--- src/hdl/hdcpu_pkg.sv ---
package hdcpu_pkg;

    // Vector types with a fixed meaning
    typedef logic [2:0] sw_mode_t;
    typedef logic [3:0] opcode_t;
    // Bit 0 is W1, bit 1 is W2, bit 2 is W3
    typedef logic [2:0] beat_t;
    typedef logic [3:0] alu_func_t;
    // Two 2-bit register numbers
    typedef logic [3:0] reg_sel_t;

    // Address or PC loaded yet
    typedef enum logic {
        PHASE_SETUP  = 1'b0,
        PHASE_ACTIVE = 1'b1
    } op_phase_e;

    // Console switch modes
    localparam sw_mode_t MODE_EXEC   = 3'b000;
    localparam sw_mode_t MODE_WR_MEM = 3'b001;
    localparam sw_mode_t MODE_RD_MEM = 3'b010;
    localparam sw_mode_t MODE_RD_REG = 3'b011;
    localparam sw_mode_t MODE_WR_REG = 3'b100;

    localparam opcode_t OP_ADD = 4'b0001;
    localparam opcode_t OP_SUB = 4'b0010;
    localparam opcode_t OP_AND = 4'b0011;
    localparam opcode_t OP_INC = 4'b0100;
    localparam opcode_t OP_LD  = 4'b0101;
    localparam opcode_t OP_ST  = 4'b0110;
    localparam opcode_t OP_JC  = 4'b0111;
    localparam opcode_t OP_JZ  = 4'b1000;
    localparam opcode_t OP_JMP = 4'b1001;
    localparam opcode_t OP_OUT = 4'b1010;
    localparam opcode_t OP_OR  = 4'b1100;
    localparam opcode_t OP_XOR = 4'b1101;
    localparam opcode_t OP_STP = 4'b1110;

    localparam alu_func_t ALU_ADD    = 4'b1001;
    // Gives XOR when m is set
    localparam alu_func_t ALU_SUB    = 4'b0110;
    localparam alu_func_t ALU_AND    = 4'b1011;
    localparam alu_func_t ALU_OR     = 4'b1110;
    localparam alu_func_t ALU_PASS_B = 4'b1010;
    localparam alu_func_t ALU_PASS_A = 4'b1111;
    localparam alu_func_t ALU_INC    = 4'b0000;

    localparam reg_sel_t SEL_R3_R3 = 4'b1111;
    localparam reg_sel_t SEL_R0_R1 = 4'b0001;
    localparam reg_sel_t SEL_R2_R3 = 4'b1011;

endpackage
--- src/hdl/ctrl_if.sv ---
`timescale 1ns/10ps

interface ctrl_if;

    logic                  ldc;
    logic                  ldz;
    logic                  cin;
    logic                  m;
    logic                  abus;
    logic                  drw;
    logic                  pcinc;
    logic                  lpc;
    logic                  lar;
    logic                  pcadd;
    logic                  arinc;
    logic                  selctl;
    logic                  memw;
    logic                  stop;
    logic                  lir;
    logic                  sbus;
    logic                  mbus;
    logic                  short_beat;
    logic                  long_beat;
    hdcpu_pkg::alu_func_t  s;
    hdcpu_pkg::reg_sel_t   sel;
    // Phase requests to the sequencer
    logic                  st0_set;
    logic                  st0_clr;

    modport source (
        output ldc, ldz, cin, m, abus, drw, pcinc, lpc, lar, pcadd, arinc, selctl,
               memw, stop, lir, sbus, mbus, short_beat, long_beat, s, sel, st0_set, st0_clr
    );

    modport sink (
        input ldc, ldz, cin, m, abus, drw, pcinc, lpc, lar, pcadd, arinc, selctl,
              memw, stop, lir, sbus, mbus, short_beat, long_beat, s, sel, st0_set, st0_clr
    );

endinterface

--- src/hdl/hdcpu_top.sv ---
`timescale 1ns/10ps

module hdcpu_top (
    input  logic                  t3,
    input  logic                  arst_n,
    input  logic                  c,
    input  logic                  z,
    input  hdcpu_pkg::sw_mode_t   sw,
    input  hdcpu_pkg::opcode_t    ir,
    input  hdcpu_pkg::beat_t      w,
    output logic                  ldc,
    output logic                  ldz,
    output logic                  cin,
    output logic                  m,
    output logic                  abus,
    output logic                  drw,
    output logic                  pcinc,
    output logic                  lpc,
    output logic                  lar,
    output logic                  pcadd,
    output logic                  arinc,
    output logic                  selctl,
    output logic                  memw,
    output logic                  stop,
    output logic                  lir,
    output logic                  sbus,
    output logic                  mbus,
    output logic                  short_beat,
    output logic                  long_beat,
    output hdcpu_pkg::alu_func_t  s,
    output hdcpu_pkg::reg_sel_t   sel
);

    hdcpu_pkg::op_phase_e phase;

    ctrl_if console_bus ();
    ctrl_if exec_bus ();

    console_ctrl console_ctrl_inst (
        .sw    (sw),
        .w     (w),
        .phase (phase),
        .ctl   (console_bus.source)
    );

    instr_decode instr_decode_inst (
        .w     (w),
        .ir    (ir),
        .c     (c),
        .z     (z),
        .phase (phase),
        .ctl   (exec_bus.source)
    );

    mode_sequencer mode_sequencer_inst (
        .t3         (t3),
        .arst_n     (arst_n),
        .sw         (sw),
        .console    (console_bus.sink),
        .exec       (exec_bus.sink),
        .phase      (phase),
        .ldc        (ldc),
        .ldz        (ldz),
        .cin        (cin),
        .m          (m),
        .abus       (abus),
        .drw        (drw),
        .pcinc      (pcinc),
        .lpc        (lpc),
        .lar        (lar),
        .pcadd      (pcadd),
        .arinc      (arinc),
        .selctl     (selctl),
        .memw       (memw),
        .stop       (stop),
        .lir        (lir),
        .sbus       (sbus),
        .mbus       (mbus),
        .short_beat (short_beat),
        .long_beat  (long_beat),
        .s          (s),
        .sel        (sel)
    );

endmodule

--- src/hdl/mode_sequencer.sv ---
`timescale 1ns/10ps

module mode_sequencer (
    input  logic                  t3,
    input  logic                  arst_n,
    input  hdcpu_pkg::sw_mode_t   sw,
    ctrl_if.sink                  console,
    ctrl_if.sink                  exec,
    output hdcpu_pkg::op_phase_e  phase,
    output logic                  ldc,
    output logic                  ldz,
    output logic                  cin,
    output logic                  m,
    output logic                  abus,
    output logic                  drw,
    output logic                  pcinc,
    output logic                  lpc,
    output logic                  lar,
    output logic                  pcadd,
    output logic                  arinc,
    output logic                  selctl,
    output logic                  memw,
    output logic                  stop,
    output logic                  lir,
    output logic                  sbus,
    output logic                  mbus,
    output logic                  short_beat,
    output logic                  long_beat,
    output hdcpu_pkg::alu_func_t  s,
    output hdcpu_pkg::reg_sel_t   sel
);

    logic use_con;
    logic use_exe;
    logic st0_set;
    logic st0_clr;

    // Both zero outside reset release or for an unused mode
    assign use_exe = arst_n && (sw == hdcpu_pkg::MODE_EXEC);
    assign use_con = arst_n && (sw == hdcpu_pkg::MODE_WR_MEM || sw == hdcpu_pkg::MODE_RD_MEM ||
                                sw == hdcpu_pkg::MODE_RD_REG || sw == hdcpu_pkg::MODE_WR_REG);

    assign ldc        = (use_exe & exec.ldc) | (use_con & console.ldc);
    assign ldz        = (use_exe & exec.ldz) | (use_con & console.ldz);
    assign cin        = (use_exe & exec.cin) | (use_con & console.cin);
    assign m          = (use_exe & exec.m) | (use_con & console.m);
    assign abus       = (use_exe & exec.abus) | (use_con & console.abus);
    assign drw        = (use_exe & exec.drw) | (use_con & console.drw);
    assign pcinc      = (use_exe & exec.pcinc) | (use_con & console.pcinc);
    assign lpc        = (use_exe & exec.lpc) | (use_con & console.lpc);
    assign lar        = (use_exe & exec.lar) | (use_con & console.lar);
    assign pcadd      = (use_exe & exec.pcadd) | (use_con & console.pcadd);
    assign arinc      = (use_exe & exec.arinc) | (use_con & console.arinc);
    assign selctl     = (use_exe & exec.selctl) | (use_con & console.selctl);
    assign memw       = (use_exe & exec.memw) | (use_con & console.memw);
    assign stop       = (use_exe & exec.stop) | (use_con & console.stop);
    assign lir        = (use_exe & exec.lir) | (use_con & console.lir);
    assign sbus       = (use_exe & exec.sbus) | (use_con & console.sbus);
    assign mbus       = (use_exe & exec.mbus) | (use_con & console.mbus);
    assign short_beat = (use_exe & exec.short_beat) | (use_con & console.short_beat);
    assign long_beat  = (use_exe & exec.long_beat) | (use_con & console.long_beat);
    assign s          = ({4{use_exe}} & exec.s) | ({4{use_con}} & console.s);
    assign sel        = ({4{use_exe}} & exec.sel) | ({4{use_con}} & console.sel);
    assign st0_set    = (use_exe & exec.st0_set) | (use_con & console.st0_set);
    assign st0_clr    = (use_exe & exec.st0_clr) | (use_con & console.st0_clr);

    // Set wins over clear
    always_ff @(posedge t3 or negedge arst_n) begin
        if (!arst_n) begin
            phase <= hdcpu_pkg::PHASE_SETUP;
        end else if (st0_set) begin
            phase <= hdcpu_pkg::PHASE_ACTIVE;
        end else if (st0_clr) begin
            phase <= hdcpu_pkg::PHASE_SETUP;
        end
    end

    // One bus driver per beat across both decoders
    assert property (@(posedge t3) disable iff (!arst_n) $onehot0({abus, sbus, mbus}));

    assert property (@(posedge t3) disable iff (!arst_n) !(st0_set && st0_clr));

endmodule

--- src/hdl/instr_decode.sv ---
`timescale 1ns/10ps

module instr_decode (
    input  hdcpu_pkg::beat_t     w,
    input  hdcpu_pkg::opcode_t   ir,
    input  logic                 c,
    input  logic                 z,
    input  hdcpu_pkg::op_phase_e phase,
    ctrl_if.source               ctl
);

    logic jump_taken;

    // Conditional branch on the flag of the opcode
    assign jump_taken = (ir == hdcpu_pkg::OP_JC && c) || (ir == hdcpu_pkg::OP_JZ && z);

    always_comb begin
        ctl.ldc        = 1'b0;
        ctl.ldz        = 1'b0;
        ctl.cin        = 1'b0;
        ctl.m          = 1'b0;
        ctl.abus       = 1'b0;
        ctl.drw        = 1'b0;
        ctl.pcinc      = 1'b0;
        ctl.lpc        = 1'b0;
        ctl.lar        = 1'b0;
        ctl.pcadd      = 1'b0;
        ctl.arinc      = 1'b0;
        ctl.selctl     = 1'b0;
        ctl.memw       = 1'b0;
        ctl.stop       = 1'b0;
        ctl.lir        = 1'b0;
        ctl.sbus       = 1'b0;
        ctl.mbus       = 1'b0;
        ctl.short_beat = 1'b0;
        ctl.long_beat  = 1'b0;
        ctl.s          = '0;
        ctl.sel        = '0;
        ctl.st0_set    = 1'b0;
        ctl.st0_clr    = 1'b0;

        if (phase == hdcpu_pkg::PHASE_SETUP) begin
            // Start-up: switches to R3, then R3 to PC
            if (w[0]) begin
                ctl.drw    = 1'b1;
                ctl.s      = hdcpu_pkg::ALU_PASS_B;
                ctl.sbus   = 1'b1;
                ctl.sel    = hdcpu_pkg::SEL_R3_R3;
                ctl.selctl = 1'b1;
                ctl.stop   = 1'b1;
            end else if (w[1]) begin
                ctl.abus    = 1'b1;
                ctl.lpc     = 1'b1;
                ctl.m       = 1'b1;
                ctl.s       = hdcpu_pkg::ALU_PASS_B;
                ctl.sel     = hdcpu_pkg::SEL_R3_R3;
                ctl.selctl  = 1'b1;
                ctl.st0_set = 1'b1;
            end
        end else if (w[0]) begin
            // Fetch
            ctl.lir   = 1'b1;
            ctl.pcinc = 1'b1;
        end else begin
            case (ir)
                hdcpu_pkg::OP_ADD, hdcpu_pkg::OP_SUB: begin
                    if (w[1]) begin
                        ctl.abus = 1'b1;
                        ctl.cin  = (ir == hdcpu_pkg::OP_ADD);
                        ctl.drw  = 1'b1;
                        ctl.ldc  = 1'b1;
                        ctl.ldz  = 1'b1;
                        ctl.s    = (ir == hdcpu_pkg::OP_ADD) ? hdcpu_pkg::ALU_ADD
                                                             : hdcpu_pkg::ALU_SUB;
                    end
                end
                hdcpu_pkg::OP_AND, hdcpu_pkg::OP_OR, hdcpu_pkg::OP_XOR: begin
                    if (w[1]) begin
                        ctl.abus = 1'b1;
                        ctl.drw  = 1'b1;
                        ctl.ldz  = 1'b1;
                        ctl.m    = 1'b1;
                        if (ir == hdcpu_pkg::OP_AND) begin
                            ctl.s = hdcpu_pkg::ALU_AND;
                        end else if (ir == hdcpu_pkg::OP_OR) begin
                            ctl.s = hdcpu_pkg::ALU_OR;
                        end else begin
                            ctl.s = hdcpu_pkg::ALU_SUB;
                        end
                    end
                end
                hdcpu_pkg::OP_INC: begin
                    if (w[1]) begin
                        ctl.abus = 1'b1;
                        ctl.drw  = 1'b1;
                        ctl.ldc  = 1'b1;
                        ctl.ldz  = 1'b1;
                        ctl.s    = hdcpu_pkg::ALU_INC;
                    end
                end
                hdcpu_pkg::OP_LD: begin
                    // Address to AR, then memory to register
                    if (w[1]) begin
                        ctl.abus      = 1'b1;
                        ctl.lar       = 1'b1;
                        ctl.long_beat = 1'b1;
                        ctl.m         = 1'b1;
                        ctl.s         = hdcpu_pkg::ALU_PASS_B;
                    end else if (w[2]) begin
                        ctl.drw  = 1'b1;
                        ctl.mbus = 1'b1;
                    end
                end
                hdcpu_pkg::OP_ST: begin
                    if (w[1]) begin
                        ctl.abus      = 1'b1;
                        ctl.lar       = 1'b1;
                        ctl.long_beat = 1'b1;
                        ctl.m         = 1'b1;
                        ctl.s         = hdcpu_pkg::ALU_PASS_A;
                    end else if (w[2]) begin
                        ctl.abus = 1'b1;
                        ctl.m    = 1'b1;
                        ctl.memw = 1'b1;
                        ctl.s    = hdcpu_pkg::ALU_PASS_B;
                    end
                end
                hdcpu_pkg::OP_JC, hdcpu_pkg::OP_JZ: begin
                    ctl.pcadd = w[1] && jump_taken;
                end
                hdcpu_pkg::OP_JMP: begin
                    if (w[1]) begin
                        ctl.abus = 1'b1;
                        ctl.lpc  = 1'b1;
                        ctl.m    = 1'b1;
                        ctl.s    = hdcpu_pkg::ALU_PASS_A;
                    end
                end
                hdcpu_pkg::OP_OUT: begin
                    if (w[1]) begin
                        ctl.abus = 1'b1;
                        ctl.m    = 1'b1;
                        ctl.s    = hdcpu_pkg::ALU_PASS_B;
                    end
                end
                hdcpu_pkg::OP_STP: begin
                    ctl.stop = w[1];
                end
                default: begin
                end
            endcase
        end
    end

endmodule

--- src/hdl/console_ctrl.sv ---
`timescale 1ns/10ps

module console_ctrl (
    input  hdcpu_pkg::sw_mode_t  sw,
    input  hdcpu_pkg::beat_t     w,
    input  hdcpu_pkg::op_phase_e phase,
    ctrl_if.source               ctl
);

    logic active;

    assign active = (phase == hdcpu_pkg::PHASE_ACTIVE);

    always_comb begin
        ctl.ldc        = 1'b0;
        ctl.ldz        = 1'b0;
        ctl.cin        = 1'b0;
        ctl.m          = 1'b0;
        ctl.abus       = 1'b0;
        ctl.drw        = 1'b0;
        ctl.pcinc      = 1'b0;
        ctl.lpc        = 1'b0;
        ctl.lar        = 1'b0;
        ctl.pcadd      = 1'b0;
        ctl.arinc      = 1'b0;
        ctl.selctl     = 1'b0;
        ctl.memw       = 1'b0;
        ctl.stop       = 1'b0;
        ctl.lir        = 1'b0;
        ctl.sbus       = 1'b0;
        ctl.mbus       = 1'b0;
        ctl.short_beat = 1'b0;
        ctl.long_beat  = 1'b0;
        ctl.s          = '0;
        ctl.sel        = '0;
        ctl.st0_set    = 1'b0;
        ctl.st0_clr    = 1'b0;

        case (sw)
            hdcpu_pkg::MODE_WR_MEM: begin
                // First pass loads AR from the switches
                if (w[0]) begin
                    ctl.lar        = !active;
                    ctl.arinc      = active;
                    ctl.memw       = active;
                    ctl.sbus       = 1'b1;
                    ctl.selctl     = 1'b1;
                    ctl.short_beat = 1'b1;
                    ctl.stop       = 1'b1;
                    ctl.st0_set    = 1'b1;
                end
            end
            hdcpu_pkg::MODE_RD_MEM: begin
                if (w[0]) begin
                    ctl.lar        = !active;
                    ctl.arinc      = active;
                    ctl.sbus       = !active;
                    ctl.mbus       = active;
                    ctl.selctl     = 1'b1;
                    ctl.short_beat = 1'b1;
                    ctl.stop       = 1'b1;
                    ctl.st0_set    = 1'b1;
                end
            end
            hdcpu_pkg::MODE_RD_REG: begin
                if (w[0]) begin
                    ctl.sel    = hdcpu_pkg::SEL_R0_R1;
                    ctl.selctl = 1'b1;
                    ctl.stop   = 1'b1;
                end else if (w[1]) begin
                    ctl.sel    = hdcpu_pkg::SEL_R2_R3;
                    ctl.selctl = 1'b1;
                    ctl.stop   = 1'b1;
                end
            end
            hdcpu_pkg::MODE_WR_REG: begin
                // R0 and R1 in setup, R2 and R3 once active
                if (w[0]) begin
                    ctl.drw    = 1'b1;
                    ctl.sbus   = 1'b1;
                    ctl.sel    = {active, 1'b0, !active, 1'b1};
                    ctl.selctl = 1'b1;
                    ctl.stop   = 1'b1;
                end else if (w[1]) begin
                    ctl.drw     = 1'b1;
                    ctl.sbus    = 1'b1;
                    ctl.sel     = {active, 1'b1, active, 1'b0};
                    ctl.selctl  = 1'b1;
                    ctl.stop    = 1'b1;
                    ctl.st0_set = !active;
                    ctl.st0_clr = active;
                end
            end
            default: begin
            end
        endcase
    end

endmodule

--- config.mk ---
export PLATFORM = sky130hd
export DESIGN_NAME = hdcpu_top
export DESIGN_NICKNAME = d
export VERILOG_FILES = /design/src/hdl/hdcpu_pkg.sv /design/src/hdl/ctrl_if.sv /design/src/hdl/hdcpu_top.sv /design/src/hdl/mode_sequencer.sv /design/src/hdl/instr_decode.sv /design/src/hdl/console_ctrl.sv
export SDC_FILE = /design/constraint.sdc
export NUM_CORES = 1
export LEC_CHECK = 0
export BUFFER_PORTS_ARGS = -buffer_cell sky130_fd_sc_hd__buf_4
export CAP_MARGIN = 20
export CORE_AREA = 3 3 63 65
export CTS_CLUSTER_DIAMETER = 100
export DETAILED_ROUTE_END_ITERATION = 16
export DIE_AREA = 0 0 66 68
export PLACE_DENSITY = 0.46
export SYNTH_ARGS = -nofsm -noshare
export SYNTH_HDL_FRONTEND = slang
export SYNTH_SLANG_ARGS = --single-unit
--- constraint.sdc ---
create_clock -name t3 -period 1.4 [get_ports t3]
set_input_delay 0.14 -clock t3 [delete_from_list [all_inputs] [get_ports t3]]
set_output_delay 0.14 -clock t3 [all_outputs]
set_load 0.01 [all_outputs]
==> flow_summary.toml <==
[status]
status = "finished, violations left"
violations = "setup timing"

[job]
cap_violations = 0

[grt]
grt_max_degree = 13
use_met1 = 0.205
grt_pass1_vias = 1213
antenna_found_initial = 0
gr-total-overflow = 0
grt_use_met2 = 0.249
grt_pass1_wl_um = 5440
busiest_layer = "met2"
grtUsageTotal = 0.145
use_met3 = 0.00328

[die]
die_w_um = 66
die_h_um = 68
die-area_mm2 = 0.00449
num_rows = 21
core_region_area_mm2 = 0.00339
start_util = 0.248
num_io_pins = 41

[cts]
clk-insertion-delay-late_ns = 0
cts_hold_buf = 0
cts.clk_slew.worst_paths_ns = 0

[sta]
rsz0062_at_grt = "true"
tightest_slew_ns = 0.406
hold_slack_ns = 0.0620
fin_worst_skew_ns = 0
max_slew_margin = 0.729
final_max_slew_viol_count = 0
setup_ws_ns = -0.161
fmax_ghz = 0.641
hold_violations = 0
min_period_ns = 1.56
setup_viol = 15
finalCritPeriodShare = 1.11

[layout]
largest_reg_flops = 1
final_core_util = 0.478
area_delta_synth_final_pct = 92.3
regMostFlops = "mode_sequencer_inst.phase"
area.sequential_um2 = 26.3
final.fill_count = 358
n_antenna_cell = 0
fin_nets = 219
drive_gt1_frac = 0.537
largest_registers = "mode_sequencer_inst.phase: 1 flops"
multi_input_area_um2 = 890

[yosys]
synth_edf_count = 0
synth_nets = 155
syn_area_per_cell_um2 = 5.97
netlist_area_um2 = 842
ys_ff_latch = 1
yosysWarnings = 0
synth_cell_types = 45
ys.flop_type = "dfrtp_1"
synth_cells = 141
seq_area_frac_synth = 0.0297
async_reset_ff_frac = 1.00

[place]
place.gp.congestion = 0.863
dp_hpwl_um = 2620
port_buffers = 40

[critical_path]
start_kind = "input pin"
worstPathArrival_ns = 1.42
crit_type = "input pin to output port"
crit_path_end_kind = "output port"
cp_data_required_time_ns = 1.26
crit_fanout = 6

[power]
power_density_mw_per_mm2 = 337
leakage_nw = 0.692
vdd.ir_drop.worst_mv = 0.259

[route]
wl_per_cell_um = 13.3
remaining_drc_errors = 0
viasPerCell = 4.99
routed_wirelength_um = 3300
dr.first_iter.drc_count = 39
firstDrtPassIters = 4
vias = 1242
detail-route-antenna-nets = 0

[hold_path]
hp-class = "input pin to async pin"
cells in the mapped netlist, types with 2 or more instances:
| cell | number | area (um2) |
|---|---|---|
| nor2_1 | 13 | 48.8 |
| nand4_1 | 3 | 18.8 |
| o21a_1 | 4 | 30.0 |
| and3_1 | 3 | 18.8 |
| o32ai_1 | 3 | 26.3 |
| nand2b_1 | 3 | 18.8 |
| nand3b_1 | 2 | 15.0 |
| xnor2_1 | 2 | 17.5 |
| inv_1 | 5 | 18.8 |
| nor3_1 | 5 | 25.0 |
| nand2_1 | 11 | 41.3 |
| buf_1 | 2 | 7.51 |
| buf_2 | 3 | 15.0 |
| a21boi_0 | 2 | 15.0 |
| nor2b_1 | 9 | 56.3 |
| xor2_1 | 4 | 35.0 |
| a21oi_1 | 15 | 75.1 |
| nand3_1 | 4 | 20.0 |
| o22ai_1 | 2 | 12.5 |
| o21ai_0 | 14 | 70.1 |
| clkbuf_1 | 8 | 30.0 |
logic make-up (layout without fill, tap and decap cells):
group	after synthesis	count (layout)	synth area share
XOR/XNOR	6	6	0.0624
buffers and inverters	20	82	0.107
AND/OR/NAND/NOR	63	63	0.421
multiplexers	1	1	0.0119
adder cells (fa/ha/maj)	1	1	0.0119
flip-flops	1	1	0.0297
AO/OA/AOI/OAI	49	49	0.357
cell type report:
type,instances,area share
Timing Repair Buffer,77,0.387
Multi-Input combinational cell,120,0.549
Tap cell,46,0.0355
Sequential cell,1,0.0162
Inverter,5,0.0116
power by group:
part           internal, mW  switching [mW]  total [mW]
Sequential           0.0361         0.00897      0.0450
Combinational         0.251           0.249       0.500
Clock                     0               0           0
Total                 0.288           0.258       0.545
worst paths after layout:
check / from / endpoint / slack, ns / cells after the start
worst max-delay path: sw[2] / sel[0] / -0.16 / 5
worst min-delay path: arst_n / mode_sequencer_inst.phase / 0.06 / 2
worst max register to register: mode_sequencer_inst.phase / mode_sequencer_inst.phase / 0.48 / 4
worst min register to register: mode_sequencer_inst.phase / mode_sequencer_inst.phase / 0.72 / 3
max in group asynchronous: arst_n / mode_sequencer_inst.phase / 1.22 / 2
min in group t3: z / pcadd / 0.65 / 4
layout by cell type, fill, tap and decap left out, types with 3 or more instances in the layout:
master and n:
buf_4 64, buf_6 13, a21oi_1 12, o21ai_0 10
nand2_1 10, nor2_1 9, nor2b_1 7, inv_1 5
xor2_1 4, nand3_1 4, o21a_1 4, nand2b_1 3
a21oi_2 3, nor2_2 3, o21ai_2 3, nand4_1 3
o32ai_2 3
what timing repair did:
item | CTS | global route
setup buffers | 0 | 4
pin swaps | 6 | 7
resized for setup | 26 | 22
endpoints found under the setup margin | 18 | 26
routing by layer:
| metal | share of wire | up-vias |
|---|---|---|
| li1 | - | 637 |
| met1 | 0.47 | 575 |
| met2 | 0.49 | 26 |
| met3 | 0.024 | 4 |
| met4 | 0.012 | 0 |
| met5 | 0 | - |
worst max-delay path: stages:
cell and delay, ns:
buf_6 0.09, or4b_4 0.59, or3_4 0.41, nand2_1 0.08, buf_4 0.11
through the flow:
stage	cell area (um2)	power (mW)	cells	TNS (ns)	setup WS [ns]
floorplan	860	0.263	141	-0.0280	-0.0129
global placement	1390	0.451	245	-2.24	-0.241
detailed placement	1390	0.455	245	-2.44	-0.249
CTS	1510	0.496	245	-1.00	-0.155
global route	1620	0.594	249	-2.25	-0.200
finish	1620	0.545	249	-1.16	-0.161
Power figures use the tool's default switching activity.
